==> src/source/niuIsaPkg.sv <==
package niuIsaPkg;

    typedef logic [31:0] wordT;
    typedef logic [4:0]  regIdxT;

    localparam int InstrBytes = 4;  // PC step and immWord scale

    // Primary opcodes, reference encodings
    typedef enum logic [4:0] {
        opAluR = 5'b00000,
        opAddi = 5'b00001,
        opMlti = 5'b00010,
        opAndi = 5'b00101,
        opOri  = 5'b00110,
        opXori = 5'b00111,
        opSuli = 5'b01000,
        opSsli = 5'b01001,
        opSuri = 5'b01010,
        opSsri = 5'b01011,
        opLw   = 5'b10000,
        opSw   = 5'b10011,
        opBeq  = 5'b11000,
        opBne  = 5'b11001,
        opBlt  = 5'b11010,
        opBle  = 5'b11011,
        opJal  = 5'b11111
    } opcodeT;

    // Secondary codes, shared with immediate opcodes where the numbers match
    typedef enum logic [4:0] {
        fnSub = 5'b00000,
        fnAdd = 5'b00001,
        fnMlt = 5'b00010,
        fnNot = 5'b00100,
        fnAnd = 5'b00101,
        fnOr  = 5'b00110,
        fnXor = 5'b00111,
        fnSul = 5'b01000,
        fnSsl = 5'b01001,
        fnSur = 5'b01010,
        fnSsr = 5'b01011,
        fnEq  = 5'b10000,
        fnNeq = 5'b10001,
        fnLt  = 5'b10010,
        fnLeq = 5'b10011
    } aluFuncT;

    // Low 17 bits: rz on top, op2 at the bottom
    typedef struct packed {
        regIdxT     rz;
        logic [6:0] mid;
        aluFuncT    op2;
    } immFieldsT;

    typedef struct packed {
        opcodeT    op1;  // 31:27
        regIdxT    rx;   // 26:22
        regIdxT    ry;   // 21:17
        immFieldsT imm;  // 16:0
    } instrFieldsT;

    typedef enum logic [2:0] {
        busNone,
        busPc,
        busReg,
        busMem,
        busAlu,
        busImm,
        busImmWord  // Immediate times InstrBytes
    } busSrcT;

    typedef struct packed {
        busSrcT  busSrc;
        logic    ldPc;
        logic    incPc;
        logic    ldIr;
        logic    ldMar;
        logic    ldA;
        logic    ldB;
        logic    wrReg;
        logic    wrMem;
        regIdxT  regSel;
        aluFuncT aluFunc;
    } ctrlWordT;

endpackage

==> src/source/niuControl.sv <==
`timescale 1ns/100ps

module niuControl (
    input  logic                   clk,
    input  logic                   reset,
    input  logic                   start,
    input  niuIsaPkg::instrFieldsT instr,
    input  niuIsaPkg::wordT        aluResult,
    output niuIsaPkg::ctrlWordT    ctrl,
    output logic                   running,
    output logic                   halted
);
    import niuIsaPkg::*;

    typedef enum logic [4:0] {
        stIdle, stFetch, stDecode,
        stAluB, stAluA, stAluWr,
        stLwA, stLwB, stLwMar, stLwRead, stLwWr,
        stSwA, stSwB, stSwMar, stSwWr,
        stBrA, stBrB, stBrCmp, stBrPc, stBrImm, stBrSum,
        stJalLink, stJalJump,
        stHalt
    } stateT;

    stateT   state, nextState;
    aluFuncT branchFunc;
    logic    isRegOp;

    always_ff @(posedge clk or posedge reset) begin
        if (reset) begin
            state <= stIdle;
        end else begin
            state <= nextState;
        end
    end

    assign running = (state != stIdle) && (state != stHalt);
    assign halted  = (state == stHalt);
    assign isRegOp = (instr.op1 == opAluR);

    always_comb begin
        case (instr.op1)
            opBeq:   branchFunc = fnEq;
            opBne:   branchFunc = fnNeq;
            opBlt:   branchFunc = fnLt;
            default: branchFunc = fnLeq;
        endcase
    end

    always_comb begin
        nextState   = state;
        ctrl        = '0;
        ctrl.busSrc = busNone;
        ctrl.aluFunc = fnAdd;  // Address and target arithmetic
        case (state)
            stIdle, stHalt: if (start) nextState = stFetch;
            stFetch: begin
                ctrl.ldIr  = 1'b1;
                ctrl.incPc = 1'b1;
                nextState  = stDecode;
            end
            stDecode: begin
                case (instr.op1)
                    opAluR, opAddi, opMlti, opAndi, opOri, opXori,
                    opSuli, opSsli, opSuri, opSsri: nextState = stAluB;
                    opLw:                           nextState = stLwA;
                    opSw:                           nextState = stSwA;
                    opBeq, opBne, opBlt, opBle:     nextState = stBrA;
                    opJal:                          nextState = stJalLink;
                    default:                        nextState = stHalt;
                endcase
            end
            stAluB: begin
                ctrl.busSrc = isRegOp ? busReg : busImm;
                ctrl.regSel = instr.ry;
                ctrl.ldB    = 1'b1;
                nextState   = stAluA;
            end
            stAluA, stLwA, stSwA, stBrA: begin
                ctrl.busSrc = busReg;
                ctrl.regSel = instr.rx;
                ctrl.ldA    = 1'b1;
                case (state)
                    stAluA:  nextState = stAluWr;
                    stLwA:   nextState = stLwB;
                    stSwA:   nextState = stSwB;
                    default: nextState = stBrB;
                endcase
            end
            stAluWr: begin
                ctrl.busSrc  = busAlu;
                ctrl.aluFunc = isRegOp ? instr.imm.op2 : aluFuncT'(instr.op1);
                ctrl.regSel  = isRegOp ? instr.imm.rz : instr.ry;  // rz for reg form
                ctrl.wrReg   = 1'b1;
                nextState    = stFetch;
            end
            stLwB, stSwB: begin
                ctrl.busSrc = busImm;
                ctrl.ldB    = 1'b1;
                nextState   = (state == stLwB) ? stLwMar : stSwMar;
            end
            stLwMar, stSwMar: begin
                ctrl.busSrc = busAlu;
                ctrl.ldMar  = 1'b1;
                nextState   = (state == stLwMar) ? stLwRead : stSwWr;
            end
            stLwRead: nextState = stLwWr;  // MDR follows MAR
            stLwWr: begin
                ctrl.busSrc = busMem;
                ctrl.regSel = instr.ry;
                ctrl.wrReg  = 1'b1;
                nextState   = stFetch;
            end
            stSwWr: begin
                ctrl.busSrc = busReg;
                ctrl.regSel = instr.ry;
                ctrl.wrMem  = 1'b1;
                nextState   = stFetch;
            end
            stBrB: begin
                ctrl.busSrc = busReg;
                ctrl.regSel = instr.ry;
                ctrl.ldB    = 1'b1;
                nextState   = stBrCmp;
            end
            stBrCmp: begin
                ctrl.aluFunc = branchFunc;
                nextState    = aluResult[0] ? stBrPc : stFetch;
            end
            stBrPc: begin
                ctrl.busSrc = busPc;  // Already incremented
                ctrl.ldA    = 1'b1;
                nextState   = stBrImm;
            end
            stBrImm: begin
                ctrl.busSrc = busImmWord;
                ctrl.ldB    = 1'b1;
                nextState   = stBrSum;
            end
            stBrSum: begin
                ctrl.busSrc = busAlu;
                ctrl.ldPc   = 1'b1;
                nextState   = stFetch;
            end
            stJalLink: begin
                ctrl.busSrc = busPc;
                ctrl.regSel = instr.ry;
                ctrl.wrReg  = 1'b1;
                nextState   = stJalJump;
            end
            stJalJump: begin
                ctrl.busSrc = busReg;
                ctrl.regSel = instr.rx;
                ctrl.ldPc   = 1'b1;
                nextState   = stFetch;
            end
            default: nextState = stHalt;
        endcase
    end

endmodule

==> config.mk <==
export PLATFORM = sky130hd
export DESIGN_NAME = niuControl
export DESIGN_NICKNAME = d
export VERILOG_FILES = /design/src/source/niuIsaPkg.sv /design/src/source/niuControl.sv
export SDC_FILE = /design/constraint.sdc
export NUM_CORES = 1
export LEC_CHECK = 0
export ABC_AREA = 1
export BUFFER_PORTS_ARGS = -buffer_cell sky130_fd_sc_hd__buf_2
export CORE_AREA = 2 2 56 58
export DETAILED_ROUTE_END_ITERATION = 7
export DIE_AREA = 0 0 58 60
export HOLD_SLACK_MARGIN = 0.06
export PLACE_DENSITY = 0.81
export RECOVER_POWER = 50
export SLEW_MARGIN = 20
export SYNTH_ARGS = -nofsm -noshare
export SYNTH_HDL_FRONTEND = slang
export SYNTH_SLANG_ARGS = --single-unit
==> constraint.sdc <==
create_clock -name clk -period 2.1 [get_ports clk]
set_input_delay 0.42 -clock clk [delete_from_list [all_inputs] [get_ports clk]]
set_output_delay 0.42 -clock clk [all_outputs]
set_load 0.005 [all_outputs]
* Word-level counts from Yosys, hierarchy flattened
Memories as Yosys holds them, arrays and structs flattened.
Index checks and enable logic that the tools add are counted.
** Cells by class
- Eq/ne operators :: 28
- Multiplexer cells :: 20
- Reductions and logical operators :: 18
** Operators by type and width (count)
- $pmux W5 S14 :: 1
- $eq A5 B5 Y1 const B :: 11
- $eq A5 B4 Y1 const B :: 8
- $pmux W5 S3 :: 2
- $reduce_or A5 Y1 :: 5
- $pmux W3 S7 :: 1
- $eq A5 B3 Y1 const B :: 4
- $mux W5 :: 4
- $eq A5 B2 Y1 const B :: 2
- $logic_not A5 Y1 :: 2
- $pmux W5 S2 :: 1
- $reduce_or A2 Y1 :: 5
- $mux W3 :: 3
- $reduce_or A4 Y1 :: 2
- $reduce_or A7 Y1 :: 1
- $mux W1 :: 6
- $pmux W2 S3 :: 1
- $eq A5 B1 Y1 const B :: 1
- $ne A5 B5 Y1 const B :: 1
- $reduce_bool A5 Y1 :: 1
- $reduce_or A3 Y1 :: 1
- $mux W2 :: 1
- $ne A2 B2 Y1 const B :: 1
- $logic_and A1 B1 Y1 :: 1
** Word-level totals
- Flip-flop bits (word level) :: 5
- Memory bits (read-only) :: 160
- Bits of input ports :: 67
- Logic and storage cells :: 68
- Memories kept :: 1
** Memories
- (no name shown) :: depth 32, bits a word 5, rd ports 1, clocked after Yosys merged registers in 0, wr ports 0, RTL line niuControl.sv:63 : case (instr.op1)

* Longest topological paths before layout
- Depth after elaboration :: 3
- Gate-level depth with buffers :: 10
- Mapped depth without buffers :: 9

* Worst setup path after synthesis
OpenSTA, ideal clock, no wires.
- Kind :: input -> output
- Start :: input port instr[27] (netlist bit)
- End :: output port ctrl[0] (netlist bit)
- Arrival :: 1.381 ns
- Data required time :: 1.680 ns
- Setup slack :: 0.299 ns
- Stages on the path :: 9
- Buffers on the path :: 1
- Cells stage by stage :: inv_1 -> ha_1 -> nand2_1 -> nor2_1 -> nand2_1 -> buf_2 -> a21oi_1 -> o21ai_0 -> o211ai_1
** RTL lines
- start: declaration :: RTL line niuControl.sv:7 : input niuIsaPkg::instrFieldsT instr,
- end: declaration :: RTL line niuControl.sv:9 : output niuIsaPkg::ctrlWordT ctrl,

==> key figures <==
STA
  • Skew final: roughly 0.00056 ns
  • Slew @ Worst Pin: between 0.5 and 0.6 ns
  • Rel. slew slack: 0.640
  • Hold Violations, Final: 0
  • FMAX: about 0.48 GHz
  • Final period utilization: 0.985
  • Fin crit period: between 2 and 2.5 ns
  • RSZ-0062 raised after global routing: yes
  • Setup violators final: 0
  • Final Max Slew Viols: 0
  • Setup tns final: 0 ns

GRT
  • GRT Residual Overflow: 0
  • Met2 usage: 0.308
  • Global-route wire length before repair: a little over 5000 µm
  • Initial antenna violation count: 0
  • Global Route Usage Sum: 0.181
  • Met3 usage: 0.00866
  • Met1 usage: 0.258
  • Via count of the first global-routing pass: between 1,000 and 1,500
  • Gr busiest metal: met2
  • Pin count of the biggest net entering global routing: 15

Placed design
  • Hpwl dp: around 2700 µm
  • Inst Count DP: ~290
  • IO buf count: just over 50
  • RePlAce Congestion: a little over 0.9

Cells and area
  • Largest Register: state
  • Max FFs per register: 5
  • Biggest registers after layout: state (5)
  • # nets final: about 350
  • Layout Utilization: 0.542
  • Layout cells sized above 1: 0.380
  • Non-Filler Instances: between 300 and 400
  • Fillers: 298
  • Area growth syn-to-layout: 50.0%
  • Ant diodes: 0

Pwr
  • Net switching power: a little over 800 µW
  • Leakage Power: 0.000949 µW
  • Comb pwr share: 0.803
  • Seq pwr share: 0.129
  • Max VDD drop: between 0.0005 and 0.0006 V
  • Clock power frac: 0.068
  • Pwr dens: ~1000 mW/mm²
  • Internal power: between 700 and 800 µW
  • Net Sw Frac: 0.526

Floorplan
  • Initial Util: 0.361
  • Ports: 90
  • Die X: between 50 and 60 µm
  • Row count: 20
  • Die area: between 0.003 and 0.004 mm²
  • Chip Height: approximately 60 µm
  • Core area: roughly 0.0029 mm²

Synth
  • Ys Warns: 0
  • Yosys top cell area share: 0.193
  • Most frequent cells after synthesis: nand2_1, nor2_1, nand3_1
  • Distinct cells, synth: 24
  • Area leader, netlist: nand2_1
  • Area of the mapped netlist: about 0.0010 mm²
  • Ys flop type: dfrtp_1
  • EDFF count, synth: 0
  • Sequential area share after synthesis: 0.119
  • Syn Area/Cell: between 5 and 6 µm²
  • Syn_nets: 271
  • Post-synthesis register bit count: 5
  • Mapped Cells: 200
  • Count leader, synth: nand2_1
  • Post-synth ARST share: 1.00
  • Synth top area cells: nand2_1, nand3_1, nor2_1

Clock network
  • Hold buffers post-CTS: 0
  • Clock Sinks: 5
  • CTS Root Cell: clkbuf_4
  • Deepest clock path buffer count: 2
  • TritonCTS Buffers: 3
  • Htree depth: 1
  • Clk Latency, worst-skew pair: about 0.23 ns
  • Clock Pin Slew Worst Setup and Hold Paths: roughly 0.040 ns
  • CTS tree: done

Critical path
  • Critical Path AT: 1.65 ns
  • WS Path Type: reg -> out
  • Largest fanout on the critical path: 4
  • Crit end category: output port
  • CP Launch Type: register
  • CP required: 1.68 ns

Routing
  • Antenna Violating Nets Remaining: 0
  • WL/cell: 11.7 µm
  • Router iterations before antenna repair: 5
  • Remaining DRCs: 0
  • Final wirelength: approximately 3600 µm
  • Via count: 1,593
  • DR vias/cell: between 5 and 6
  • Initial DRC count: between 60 and 70

Flow run
  • Max-Cap Viols: 0

Hold path
  • Worst hold path type: in -> async

Run status
  • Outcome: finished clean
cells in the final DEF (no fill, tap or decap):
| cell type | count |
|---|---|
| buf_6 | 2 |
| nor2_1 | 33 |
| nor2_4 | 3 |
| buf_2 | 51 |
| inv_2 | 9 |
| nor2_2 | 7 |
| o21bai_1 | 2 |
| nor4_1 | 1 |
| clkbuf_4 | 3 |
| a21oi_1 | 8 |
| nand3_2 | 2 |
| o31ai_1 | 1 |
| ha_4 | 1 |
| nand3_4 | 1 |
| dfrtp_2 | 2 |
| buf_4 | 21 |
| nand2_2 | 2 |
| clkbuf_1 | 1 |
| o2111ai_1 | 1 |
| inv_1 | 15 |
| nand2_1 | 52 |
| nand3_1 | 28 |
| nand4_1 | 10 |
| dfrtp_1 | 3 |
| o211ai_1 | 1 |
| o21ai_1 | 5 |
| ha_1 | 3 |
| o21ai_0 | 6 |
cells by family after synthesis:
family,synth area share
simple gates,0.588
compound gates,0.128
flops,0.119
fa+ha+maj,0.0477
buf+inv,0.117
metal layers:
layer	vias to the layer above	part of all wire
met2	77	0.49
met3	2	0.074
li1	811	-
met5	-	0
met4	0	0.0061
met1	703	0.43
worst paths after layout:
path / startpoint / endpoint / slack, ns / depth (start not counted)
worst max-delay path: state[0] / ctrl[20] / 0.03 / 8
worst min-delay path: reset / state[0] / 0.07 / 2
worst max register to register: state[0] / state[0] / 0.57 / 9
worst min register to register: state[3] / state[1] / 0.72 / 2
max in group asynchronous: reset / state[1] / 1.85 / 2
min in group clk: aluResult[0] / state[4] / 0.46 / 3
layout make-up:
cell class	instances	area [µm²]	area share
timing repair buffer	74	435	0.277
tap	33	41.3	0.0263
clock buffer	4	26.3	0.0167
inverter	24	90.1	0.0573
multi-input combinational	167	852	0.542
sequential	5	128	0.0811
per-stage QoR:
step	hold WS, ns	total power (µW)	setup slack, ns	cell area, µm²
floorplan	0.199	904	0.299	1050
global placement	0.317	1270	0.0152	1430
detailed placement	0.318	1280	-0.0349	1430
CTS	0.0653	1410	0.00223	1460
global route	0.0685	1720	-0.0533	1570
finish	0.0683	1560	0.0321	1570
critical path, cell delays in order, from the launching register on:
cell and delay (ns):
dfrtp_1 0.41, buf_4 0.16, nor2_1 0.15, buf_4 0.16, nand3_1 0.11, nand2_1 0.13, inv_1 0.08, nand4_1 0.10
buf_2 0.11
power by group through the flow:
stage / clock (µW) / combinational [µW] / sequential, µW
2_1_floorplan: 0 / 717 / 187
3_3_place_gp: 0 / 1070 / 196
3_5_place_dp: 0 / 1080 / 199
4_1_cts: 111 / 1100 / 200
5_1_grt: 120 / 1390 / 204
6_report: 106 / 1260 / 202
repair_timing:
item,in CTS,in global routing
buffers inserted,0,8
endpoints found under the hold margin,0,0
setup endpoints to repair,7,12
cloned,0,1
pin swaps,0,6
gates resized for setup,2,20
Note: power is estimated with default switching activity, not from simulation.
